**config.mk**
```make
export PLATFORM = sky130hd
export DESIGN_NAME = hci_router
export DESIGN_NICKNAME = d
export VERILOG_FILES = /design/src/hdl/hci_pkg.sv /design/src/hdl/hci_router.sv
export VERILOG_INCLUDE_DIRS = /design/src /design/src/hdl
export SDC_FILE = /design/constraint.sdc
export NUM_CORES = 1
export LEC_CHECK = 0
export BUFFER_PORTS_ARGS = -buffer_cell sky130_fd_sc_hd__buf_4
export CAP_MARGIN = 20
export CELL_PAD_IN_SITES_DETAIL_PLACEMENT = 1
export CELL_PAD_IN_SITES_GLOBAL_PLACEMENT = 2
export CORE_AREA = 2 2 215 217
export DETAILED_ROUTE_END_ITERATION = 7
export DIE_AREA = 0 0 217 219
export GPL_TIMING_DRIVEN = 0
export PLACE_DENSITY_LB_ADDON = 0.1
export REMOVE_ABC_BUFFERS = 1
export SLEW_MARGIN = 40
export SYNTH_ARGS = -nofsm -noshare
export SYNTH_HDL_FRONTEND = slang
export SYNTH_SLANG_ARGS = --single-unit
```
**constraint.sdc**
```tcl
create_clock -name vclk -period 3.05
set_clock_uncertainty 0.15 [all_clocks]
set_input_delay 0.61 -clock vclk [all_inputs]
set_output_delay 0.61 -clock vclk [all_outputs]
set_load 0.1 [all_outputs]
```
**src/hdl/hci_params.svh**
```systemverilog
// size macros of the banked scratchpad
// bank count, lanes per wide request and bank depth
`ifndef HCI_PARAMS_SVH
`define HCI_PARAMS_SVH

// number of word-interleaved banks, a power of two
`define HCI_NB_BANKS 8

// 32-bit words per wide request, not more than the bank count
`define HCI_NB_IN_WORDS 4

// words held by each bank
`define HCI_BANK_ROWS 256

// width of one data word and of its byte enables
`define HCI_WORD_BITS 32
`define HCI_BE_BITS 4

`endif

```
**src/hdl/hci_pkg.sv**
```systemverilog
// shared vector types of the banked scratchpad
// word, byte enable, wide port, address and bank index types
`include "hci_params.svh"

package hci_pkg;

  // one bank word and its byte enables
  typedef logic [`HCI_WORD_BITS-1:0] word_t;
  typedef logic [`HCI_BE_BITS-1:0] be_t;

  // wide accelerator port, all lanes packed with lane 0 at the bottom
  typedef logic [`HCI_NB_IN_WORDS*`HCI_WORD_BITS-1:0] wide_data_t;
  typedef logic [`HCI_NB_IN_WORDS*`HCI_BE_BITS-1:0] wide_be_t;

  // byte address as seen on the wide port
  typedef logic [31:0] byte_addr_t;

  // bank index, also used for the rotation offset
  typedef logic [$clog2(`HCI_NB_BANKS)-1:0] bank_sel_t;

  // word address inside one bank
  typedef logic [$clog2(`HCI_BANK_ROWS)-1:0] row_addr_t;

  // one bit per bank
  typedef logic [`HCI_NB_BANKS-1:0] bank_mask_t;

endpackage

```
**src/hdl/hci_router.sv**
```systemverilog
// request router of the banked scratchpad
// address decode, lane rotation onto banks, row carry, all-banks grant
`timescale 1ns/100ps
`include "hci_params.svh"

module hci_router import hci_pkg::*; (
  // wide request
  input  logic       req_i,
  input  logic       we_i,
  input  byte_addr_t addr_i,
  input  wide_be_t   be_i,
  input  wide_data_t wdata_i,
  // per-bank grant levels
  input  bank_mask_t bank_gnt_i,
  output logic       gnt_o,
  // per-bank requests
  output bank_mask_t bank_req_o,
  output logic       bank_we_o,
  output row_addr_t  bank_row_o   [`HCI_NB_BANKS],
  output be_t        bank_be_o    [`HCI_NB_BANKS],
  output word_t      bank_wdata_o [`HCI_NB_BANKS],
  // accepted request towards the gather stage
  output logic       acc_o,
  output bank_sel_t  acc_offset_o
);

  localparam int unsigned SEL_W = $bits(bank_sel_t);
  localparam int unsigned ROW_W = $bits(row_addr_t);

  bank_sel_t  offset;
  row_addr_t  row;
  bank_mask_t touched;
  logic       all_free;

  // bits 1:0 select a byte inside the word and are dropped
  // the next bits pick the starting bank, the ones above pick the row
  assign offset = addr_i[2 +: SEL_W];
  assign row    = addr_i[2+SEL_W +: ROW_W];

  // walk the banks and find which lane, if any, lands on each one
  always_comb begin : route_comb
    bank_sel_t   lane;
    int unsigned lane_idx;
    touched = '0;
    for (int b = 0; b < `HCI_NB_BANKS; b++) begin
      // lane k sits on bank offset+k, so bank b gets lane b-offset
      // the subtraction wraps within the bank index width
      lane       = bank_sel_t'(b) - offset;
      touched[b] = (lane < `HCI_NB_IN_WORDS);
      lane_idx   = touched[b] ? int'(lane) : 0;

      // banks below the offset hold lanes that wrapped past the last bank
      // those lanes live one row higher, wrapping at the bank depth
      if (bank_sel_t'(b) < offset) begin
        bank_row_o[b] = row + row_addr_t'(1);
      end else begin
        bank_row_o[b] = row;
      end

      // untouched banks see a quiet bus
      if (touched[b]) begin
        bank_be_o[b]    = be_i[lane_idx*`HCI_BE_BITS +: `HCI_BE_BITS];
        bank_wdata_o[b] = wdata_i[lane_idx*`HCI_WORD_BITS +: `HCI_WORD_BITS];
      end else begin
        bank_be_o[b]    = '0;
        bank_wdata_o[b] = '0;
      end
    end
  end

  // every touched bank must be free, otherwise nothing moves
  // this keeps a wide write from landing only in part
  assign all_free = &(bank_gnt_i | ~touched);
  assign gnt_o    = req_i & all_free;

  // strobe only the touched banks, and only in a granted cycle
  assign bank_req_o = touched & {`HCI_NB_BANKS{gnt_o}};
  assign bank_we_o  = we_i;

  // acceptance info for the response path
  // gnt_o already includes req_i
  assign acc_o        = gnt_o;
  assign acc_offset_o = offset;

endmodule

```
Word-level counts from Yosys, hierarchy flattened --
Cells that the tools add are included.
Storage, ports and cells: flip-flop bits (word level) 0, bits of input ports 186
Cells by class: bitwise logic cells 4, $add $sub $neg 9, reductions and logical operators 1, order comparisons 16, multiplexer cells 32, shifts and indexed selects 16
Operator list (number):
- $shiftx A128 B9 Y32 | 8
- $mux W32 | 8
- $shiftx A16 B6 Y4 | 8
- $mux W8 | 8
- $mux W4 | 8
- $lt A3 B3 Y1 const B | 8
- $mux W3 | 8
- $lt A3 B3 Y1 const A | 4
- $sub A3 B3 Y3 const A | 4
- $add A8 B1 Y8 const B | 1
- $and A8 B8 Y8 | 1
- $not A8 Y8 | 1
- $or A8 B8 Y8 | 1
- $reduce_and A8 Y1 | 1
- $lt A1 B3 Y1 const A | 2
- $lt A2 B3 Y1 const A | 2
- $sub A1 B3 Y3 const A | 2
- $sub A2 B3 Y3 const A | 2
- $and A1 B1 Y1 | 1

Logic depth before layout (Yosys ltp) --
depth after elaboration 7, gate-level depth with buffers 11

Worst setup path before layout --
Ideal clock, no wire load.
kind input to output, from input addr_i[2], to output bank_req_o[3], stages on the path 10, path slack -2.369 ns, arrival 4.659 ns, cell sequence buf_6 -> buf_6 -> buf_6 -> buf_6 -> inv_1 -> ha_1 -> buf_2 -> mux2_2 -> nand2_1 -> nor4_1
Between the ends: longest elaborated chain between the ends 7, elaborated cells on any way between the ends 21, classes of those cells add/sub (8); order compare (8); bitwise (4); reduce/logical (1)
RTL lines:
- start, declared | line hci_router.sv:10 | input byte_addr_t addr_i,
- $sub A1 B3 Y3 (tied with other cells) | line hci_router.sv:48 | lane = bank_sel_t'(b) - offset;
- $lt A3 B3 Y1 (no line)
- $not A8 Y8 | line hci_router.sv:73 | assign all_free = &(bank_gnt_i | ~touched);
- $or A8 B8 Y8 | line hci_router.sv:73
- $reduce_and A8 Y1 | line hci_router.sv:73
- $and A1 B1 Y1 | line hci_router.sv:74 | assign gnt_o = req_i & all_free;
- $and A8 B8 Y8 (*) | line hci_router.sv:77 | assign bank_req_o = touched & {`HCI_NB_BANKS{gnt_o}};
- end, declared | line hci_router.sv:17 | output bank_mask_t bank_req_o,
Every way passes the cells marked *; elsewhere a longest branch is shown, timed or not.

==> flow_summary.toml <==
[power]
power.leakage_uw = 0.00545
power.total_uw = 6300
vdd_drop_max_mv = 0.248
power_density_mw_per_mm2 = 501

[synthesis]
synth_top_cell_by_area = "mux4_2"
synthTopCellsByArea = "mux4_2 24%, a211oi_1 16%, and2_1 14%"
yosysWarnings = 0
synth_commonest_cells = "151 x nor2_1, 146 x a211oi_1, 146 x and2_1"
ys_seq_area_frac = 0
syn_area_sq_mm = 0.00672
yosysUniqueCellTypes = 30
synthCells = 859
yosys.cell_count.top_type = "nor2_1"
synth_top_area_share = 0.241
syn_avg_cell_area_sq_um = 7.82

[global_route]
grt_pass1_vias = 9135
antenna_found_initial = 4
overflow = 0
grt_pass1_wl_microns = 71800
grt_max_degree = 54
grtUsageTotal = 0.205

[finish]
regArea_sq_um = 0
area_growth_pct = 87.2
design_area_sq_mm = 0.0126
nets = 1532
n_clock_buffer = 0
design.seq.count = 0
final_layout_size_suffix_gt1_frac = 0.561

[route]
drtIter0Drc = 368
drc = 0
vias = 9017
wl_met2_microns = 27000
wirelength_microns = 51800
highest_layer = "met4"
wl_per_cell_microns = 26.7
ant_nets = 0
wl_met3_microns = 3470
firstDrtPassIters = 4
wl_met1_microns = 20600
via_per_inst = 4.65

[floorplan]
die_h_microns = 219
start_util = 0.149
rows = 78
die-area_sq_mm = 0.0475
fp.dieW_microns = 217
core_sq_mm = 0.0451
io_pins = 552

[timing]
timing.fmax_ghz = 0.327
final_max_slew_viol_count = 0
min_period_ns = 3.06
post-route-period-util = 1.00
slew_headroom = 0.614
setup_viol = 2
tns_ns = -0.00992
fin_ws_ns = -0.00625
hold_viol = 0
tightest_slew_ns = 0.579
rsz0062_at_grt = "yes"

[outcome]
violations = "setup timing"
status = "finished with violations"

[worst_setup_path]
path_max_fanout = 10
crit_top_cell = "buf_6"
crit_required_ns = 2.29
crit_type = "in -> out"
path_cells = "buf_6 -> clkinvlp_4 -> ha_4 -> buf_6 -> mux4_2 -> and2_1 -> buf_4"
cp.arrival_ns = 2.30
start_kind = "primary input"
end_kind = "output pin"
crit_path_max_incr_delay_ns = 0.41
cpMaxStageDelayCell = "ha_4"

[place]
dp_slack_ns = -1.01
dp_hpwl_microns = 38400
place.gp.congestion = 0.792
dpl_cell_area_sq_mm = 0.0114
portBuffers = 529

[job]
drv_cap = 0

[clocking]
hold_buffers = 0

[hold_path]
min_path_type = "in -> out"
[through the flow]
stage / cells / utilization / hold slack (ns)
after detailed placement: 1894 / 0.252 / 1.07
after global placement: 1871 / 0.240 / 1.07
after CTS: 1929 / 0.274 / 1.07
after floorplan: 742 / - / 1.07
final: 1941 / 0.279 / 1.07
after global routing: 1940 / 0.279 / 1.07
[report_power, final]
| part | switching [uW] | internal, uW |
|---|---|---|
| Clock | 0 | 0.000218 |
| Combinational | 4760 | 1540 |
| Sequential | 0 | 0 |
[layer usage]
layer | up-vias | GRT usage
met5 | - | 0
met4 | 0 | 0.0285
met3 | 26 | 0.0442
met2 | 331 | 0.384
met1 | 4540 | 0.242
li1 | 4120 | -
[final cells by class]
class / instances / area, sq um
Inverter: 5 / 51.3
Fill cell: 5370 / 32500
Timing Repair Buffer: 594 / 5440
Antenna cell: 5 / 12.5
Tap cell: 600 / 751
Multi-Input combinational cell: 737 / 6320
[placed cells by master (no fill, tap or decap), types with 2 or more instances in the layout]
cell type	synthesis	routed
buf_4	19	443
nor2_1	151	151
a211oi_1	146	142
and2_1	146	140
buf_6	11	115
mux4_2	72	72
mux2_2	49	49
mux2i_1	36	35
xnor2_1	32	30
nand3_1	20	19
xor2_1	21	19
buf_12	0	18
nand2_1	14	14
nand4_1	11	11
buf_16	0	8
nor3_1	9	7
and2_4	0	6
ha_4	0	6
diode_2	0	5
a211oi_2	0	4
nor4_1	4	4
a21oi_1	5	4
bufbuf_16	0	4
buf_8	0	4
and3_1	3	3
nor2b_4	0	2
nor3_2	0	2
nand2b_1	2	2
inv_1	4	2
xor2_4	0	2
xnor2_4	0	2
nand4b_1	2	2
ha_2	0	2
clkbuf_16	0	2
[kinds of logic (layout without fill, tap and decap cells)]
logic type | count (synthesis) | count (layout) | share of synthesized area
mux | 157 | 157 | 0.377
compound gates | 151 | 151 | 0.167
other cells | 0 | 5 | 0
xor+xnor | 53 | 53 | 0.0691
buf+inv | 122 | 599 | 0.0942
fa+ha+maj | 8 | 8 | 0.0149
simple gates | 368 | 368 | 0.278
[worst paths after layout]
path / startpoint / to / slack, ns / cells after the start
min: we_i / bank_we_o / 1.07 / 0
max: addr_i[3] / bank_be_o[7] / -0.006 / 7
[timing repair]
action / in CTS / in global routing
endpoints found under the setup margin: 346 / 142
gates resized for setup: 126 / 41
pin swaps: 8 / 3
cloned: 6 / 2
setup buffers: 29 / 8
[critical path, delay by kind of cell]
family	cells	cell delay (ns)
adders and majority gates	1	0.41
and+or+nand+nor	1	0.19
buffers and inverters	4	0.72
muxes	1	0.35
Note: power is estimated with default switching activity, not from simulation.
