===== src/hdl/hci_params.svh =====
// size macros of the banked scratchpad
// bank count, lanes per wide request and bank depth
`ifndef HCI_PARAMS_SVH
`define HCI_PARAMS_SVH

// number of word-interleaved banks, a power of two
`define HCI_NB_BANKS 8

// 32-bit words per wide request, not more than the bank count
`define HCI_NB_IN_WORDS 4

// words held by each bank
`define HCI_BANK_ROWS 256

// width of one data word and of its byte enables
`define HCI_WORD_BITS 32
`define HCI_BE_BITS 4

`endif


===== src/hdl/hci_pkg.sv =====
// shared vector types of the banked scratchpad
// word, byte enable, wide port, address and bank index types
`include "hci_params.svh"

package hci_pkg;

  // one bank word and its byte enables
  typedef logic [`HCI_WORD_BITS-1:0] word_t;
  typedef logic [`HCI_BE_BITS-1:0] be_t;

  // wide accelerator port, all lanes packed with lane 0 at the bottom
  typedef logic [`HCI_NB_IN_WORDS*`HCI_WORD_BITS-1:0] wide_data_t;
  typedef logic [`HCI_NB_IN_WORDS*`HCI_BE_BITS-1:0] wide_be_t;

  // byte address as seen on the wide port
  typedef logic [31:0] byte_addr_t;

  // bank index, also used for the rotation offset
  typedef logic [$clog2(`HCI_NB_BANKS)-1:0] bank_sel_t;

  // word address inside one bank
  typedef logic [$clog2(`HCI_BANK_ROWS)-1:0] row_addr_t;

  // one bit per bank
  typedef logic [`HCI_NB_BANKS-1:0] bank_mask_t;

endpackage


===== src/hdl/hci_gather.sv =====
// response gather of the banked scratchpad
// acceptance and offset registers, un-rotation of bank read data,
// response valid one cycle after the grant
`timescale 1ns/100ps
`include "hci_params.svh"

module hci_gather import hci_pkg::*; (
  input  logic       clk_i,
  input  logic       rst_ni,
  input  logic       clear_i,
  // accepted request from the router
  input  logic       acc_i,
  input  bank_sel_t  acc_offset_i,
  // registered read words of all banks
  input  word_t      bank_rdata_i [`HCI_NB_BANKS],
  // wide response
  output logic       r_valid_o,
  output wide_data_t r_data_o
);

  logic      acc_q;
  bank_sel_t offset_q;

  // one register stage, matching the bank read latency
  always_ff @(posedge clk_i or negedge rst_ni) begin
    if (!rst_ni) begin
      acc_q    <= 1'b0;
      offset_q <= '0;
    end else if (clear_i) begin
      // drop any response in flight
      acc_q    <= 1'b0;
      offset_q <= '0;
    end else begin
      acc_q <= acc_i;
      // offset only matters for the cycle after an acceptance
      if (acc_i) begin
        offset_q <= acc_offset_i;
      end
    end
  end

  // response is valid exactly the cycle after the grant
  // reads and writes alike
  assign r_valid_o = acc_q;

  // undo the rotation, lane k comes back from bank offset+k
  always_comb begin : unrotate_comb
    bank_sel_t src;
    r_data_o = '0;
    for (int k = 0; k < `HCI_NB_IN_WORDS; k++) begin
      // index wraps within the bank count
      src = offset_q + bank_sel_t'(k);
      r_data_o[k*`HCI_WORD_BITS +: `HCI_WORD_BITS] = bank_rdata_i[src];
    end
  end

endmodule


===== config.mk =====
export PLATFORM = sky130hd
export DESIGN_NAME = hci_gather
export DESIGN_NICKNAME = d
export VERILOG_FILES = /design/src/hdl/hci_pkg.sv /design/src/hdl/hci_gather.sv
export VERILOG_INCLUDE_DIRS = /design/src /design/src/hdl
export SDC_FILE = /design/constraint.sdc
export NUM_CORES = 1
export LEC_CHECK = 0
export BUFFER_PORTS_ARGS = -buffer_cell sky130_fd_sc_hd__buf_2
export CAP_MARGIN = 20
export CORE_AREA = 2 2 153 155
export DETAILED_ROUTE_END_ITERATION = 10
export DIE_AREA = 0 0 155 157
export PLACE_DENSITY = 0.56
export SYNTH_ARGS = -nofsm -noshare
export SYNTH_HDL_FRONTEND = slang
export SYNTH_SLANG_ARGS = --single-unit
export TNS_END_PERCENT = 10

===== constraint.sdc =====
create_clock -name clk_i -period 8.25 [get_ports clk_i]
set_clock_uncertainty 0.2 [all_clocks]
set_input_delay 0.825 -clock clk_i [delete_from_list [all_inputs] [get_ports clk_i]]
set_output_delay 0.825 -clock clk_i [all_outputs]
set_load 0.01 [all_outputs]

Yosys cells after proc, flatten, opt, wreduce, memory -nomap -nowiden. Index checks and enable logic that the tools add are counted.

Add/subtract/negate cells: 3. Magnitude comparators: 4. Mux-type cells: 15. Bitwise logic cells: 4. Reduce and logical (&&, ||, !) cells: 1.

Operators with widths (count): $bmux W32 S3 (4); $mux W32 (8); $ge A4 B4 Y1 const B (4); $not A3 Y4 (4); $add A3 B2 Y3 const B (2); $mux W3 (2); $add A3 B1 Y3 const B (1); $reduce_bool A2 Y1 (1); $mux W1 (1).

Register bits: 4. Input bits: 263. Logic and storage cells: 29.

Longest topological paths before layout.
Depth in word-level cells: 5. Depth in mapped cells: 10. Mapped depth without buffers: 5.

Worst setup path after synthesis. No wires, ideal clock.

Path type: reg-to-output. Start point: reg offset_q[0]. End point: out r_data_o[34]. Arrival time: 2487 ps. Setup slack: 4738 ps. Cell stages (with the launch flop): 11. Path buffers: 7. Cells stage by stage: dfrtp_1 buf_6 buf_2 buf_6 buf_4 inv_1 ha_1 buf_4 buf_2 buf_1 mux4_2.

Longest elaborated chain between the ends: 5.

RTL lines: from (decl) (RTL line hci_gather.sv:22) `bank_sel_t offset_q;`; from (signal assigned) (RTL line hci_gather.sv:37) `offset_q <= acc_offset_i;`; $add A3 B1 Y3 (RTL line hci_gather.sv:52) `src = offset_q + bank_sel_t'(k);`; $not A3 Y4 (not written as such) (RTL line hci_gather.sv:53) `` r_data_o[k*`HCI_WORD_BITS +: `HCI_WORD_BITS] = bank_rdata_i[src]; ``; $bmux W32 S3 (RTL line hci_gather.sv:53); $mux W32 (not written as such) (2 in series) (RTL line hci_gather.sv:53); to (decl) (RTL line hci_gather.sv:18) `output wide_data_t r_data_o`.

Every way passes these cells. The select of a mux whose other input is x is not followed.

Worst setup path after layout.
Start point: reg offset_q[0]. End point: out r_data_o[52].

Same word-level chain as after synthesis.

==> run summary <==
=========================================================================================
Outcome                                                                      finished, final reports clean
Power per Cell Area                                                          92.9 nW/um^2
Commonest cells after routing, fill and taps aside                           391 x sky130_fd_sc_hd__buf_2, 134 x sky130_fd_sc_hd__mux2_2, 87 x sky130_fd_sc_hd__mux2_4
Setup violations, final                                                                 0
Number of global-route vias before repair                                           6,903
Post-CTS Hold Fix Bufs                                                                  0
Initial drt markers                                                                   391
CTS sink count                                                                          4
Total number of yosys warnings                                                          0
Count of flip-flops with a built-in enable after synthesis                              0
Cells resized by post-CTS repair                                                        0
Clock root buffer                                                            sky130_fd_sc_hd__clkbuf_16
Setup Slack @ Placement                                                           3500 ps
CTS H-tree lvls                                                                         1
Area Growth Syn to Fin                                                              30.6%
Classification of the worst-slack hold path                                  input pin to async pin
Arrival time worst endpoint                                                       3990 ps
Final critical-path setup slack                                                   3230 ps
Nature of the critical path endpoint                                          output port
Fill cell count                                                                     2,319
Max-slew headroom at the worst pin                                                  0.306
Number of setup buffers added after CTS                                                 0
Worst endpoint required time                                                      7220 ps
Remaining global-route overflow                                                         0
Share of post-route cells with drive strength above 1                               0.740
GR Util All Layers                                                                  0.186
Mean area per synthesized cell                                                 10.7 sq um
Site row count                                                                         55
Sum of negative setup slack                                                          0 ps
Leak                                                                              3.64 nW
Register clock-pin slew on the reported worst setup and hold paths                  30 ps
MaxCap Viol Count                                                                       0
Share of the core filled with cells                                                 0.378
Most common cell after layout, fill and taps aside                           sky130_fd_sc_hd__buf_2
Share of the synthesized netlist area taken by xor and xnor gates                 0.00500
Pin count of the biggest net entering global routing                                   73
Synthesized instance count                                                            609
Post-DR vias/cell                                                                    5.52
Synth Area in Simple Gates                                                         0.0455
Peak clock frequency supported by timing                                        0.199 GHz
Vias post-DR                                                                        6,779
Area fraction in compound gates after synthesis                                     0.136
Weighted congestion reported at the end of routability-driven placement             0.800
Area of the core region                                                      22,500 sq um
Setup repair after global routing missed its margin                                    no
Mux cell area share after synthesis                                                 0.714
Number of antenna violations at the first check in global routing                       1
Crit-path max FO                                                                       72
Starting density of the core                                                        0.289
Actual slew at the worst max-slew pin                                             1040 ps
HPWL reported at the end of detailed placement                                  19,400 um
Worst IR drop on VDD                                                          0.0000640 V
Post-synthesis sequential area ratio                                               0.0154
Final std cell area, no fill                                                   8500 sq um
PortBufs                                                                              391
Post-layout net count                                                               1,207
Area share of fa/ha/maj cells after synthesis                                     0.00384
Antenna-violating nets left                                                             0
Total I/O pin count                                                                   392
Routed length per placed instance                                                 20.1 um
Clock buffer count from CTS                                                             3
Clock insertion delay at the later pin of the skew report                          220 ps
Max-slew violation count                                                                0
Worst setup path class                                                       flip-flop to output port
Main combinational cell family by area after synthesis                       multiplexers
#FFs+latches synth                                                                      4
Hold violation count in the final report                                                0
TritonCTS clock tree                                                                built
Final routed DRC violation total                                                        0
Combined area of all synthesized cells                                         6510 sq um
Detailed Route WL                                                               24,600 um
Netlist cell types                                                                     26
Die width                                                                          155 um
Predominant post-synthesis flop cell                                         sky130_fd_sc_hd__dfrtp_1
Maximum clock path buffer count                                                         2
Wire length of the first global-routing pass                                    36,400 um
Final worst path period need                                                      5020 ps
Post-layout power                                                                0.790 mW
Final critical-path share of the clock period                                       0.608
First-pass iteration count of the detailed router                                       5
Post-detailed-placement cell area                                              8420 sq um
Y dimension of the die                                                             157 um
Sort of element at the start of the critical path                               flip-flop
Die ar.                                                                      24,300 sq um
Proportion of register bits with asynchronous set or reset after synthesis           1.00
Synthesized net count                                                                 874
=========================================================================================
power breakdown:
group | switching, mW | internal (mW)
registers | 0.00919 | 0.0209
logic | 0.328 | 0.355
clock network | 0.0137 | 0.0638
total | 0.351 | 0.439
critical path, stage by stage, from the launching register on:
cell and delay [ps]:
sky130_fd_sc_hd__dfrtp_4 970, sky130_fd_sc_hd__buf_4 760, sky130_fd_sc_hd__buf_4 900, sky130_fd_sc_hd__mux2_2 420
sky130_fd_sc_hd__mux4_2 460, sky130_fd_sc_hd__buf_2 160
sequential cells by signal (all words and copies together) (netlist names):
register,flops
r_valid_o,1
offset_q,3
through the flow:
| step | instances | hold slack (ps) |
|---|---|---|
| floorplan | 609 | 329 |
| global placement | 1222 | 432 |
| detailed placement | 1222 | 434 |
| CTS | 1226 | 201 |
| global route | 1227 | 204 |
| finish | 1227 | 197 |
Yosys cell counts, types with 3 or more instances:
| library cell | n | area share |
|---|---|---|
| sky130_fd_sc_hd__a211oi_1 | 63 | 0.073 |
| sky130_fd_sc_hd__buf_1 | 9 | 0.0052 |
| sky130_fd_sc_hd__buf_12 | 6 | 0.018 |
| sky130_fd_sc_hd__buf_2 | 18 | 0.014 |
| sky130_fd_sc_hd__buf_4 | 11 | 0.013 |
| sky130_fd_sc_hd__buf_6 | 9 | 0.016 |
| sky130_fd_sc_hd__clkbuf_1 | 16 | 0.0092 |
| sky130_fd_sc_hd__dfrtp_1 | 4 | 0.015 |
| sky130_fd_sc_hd__mux2_1 | 3 | 0.0052 |
| sky130_fd_sc_hd__mux2_2 | 134 | 0.23 |
| sky130_fd_sc_hd__mux2_4 | 87 | 0.20 |
| sky130_fd_sc_hd__mux2i_1 | 38 | 0.058 |
| sky130_fd_sc_hd__mux4_2 | 63 | 0.22 |
| sky130_fd_sc_hd__nor2_1 | 68 | 0.039 |
| sky130_fd_sc_hd__o22ai_1 | 64 | 0.061 |
worst paths after layout:
| kind | from | end | slack (ps) | cells after the start |
|---|---|---|---|---|
| worst max-delay path | offset_q[0]$_DFFE_PN0P_ | r_data_o[52] | 3230 | 5 |
| worst min-delay path | rst_ni | offset_q[0]$_DFFE_PN0P_ | 200 | 1 |
| worst max register to register | offset_q[0]$_DFFE_PN0P_ | offset_q[0]$_DFFE_PN0P_ | 5940 | 3 |
| worst min register to register | offset_q[1]$_DFFE_PN0P_ | offset_q[1]$_DFFE_PN0P_ | 570 | 2 |
| max in group asynchronous | rst_ni | offset_q[0]$_DFFE_PN0P_ | 7520 | 1 |
| min in group clk_i | offset_q[1]$_DFFE_PN0P_ | offset_q[1]$_DFFE_PN0P_ | 570 | 2 |
kinds of logic after synthesis:
group | Yosys count
AOI/OAI and AO/OA | 128
adders and majority gates | 2
muxes | 325
buffers and inverters | 73
DFF | 4
and+or+nand+nor | 75
xor gates and xnor gates | 2
area by class of cell:
type                       instances  area, sq um  area share
multi-input combinational        532         5940       0.698
timing repair buffer             399         2020       0.237
tap                              285          357      0.0419
sequential                         4          104      0.0122
clock buffer                       4         78.8     0.00927
inverter                           2         7.51    0.000883
antenna                            1         2.50    0.000294
per-layer routing:
| metal | GRT usage | vias up | wire, um |
|---|---|---|---|
| met5 | 0 | - | 0 |
| met4 | 0.0392 | 0 | 412 |
| met3 | 0.0352 | 26 | 1770 |
| met2 | 0.357 | 321 | 12800 |
| met1 | 0.212 | 3290 | 9610 |
| li1 | - | 3142 | - |
(Power assumes the default switching activity.)
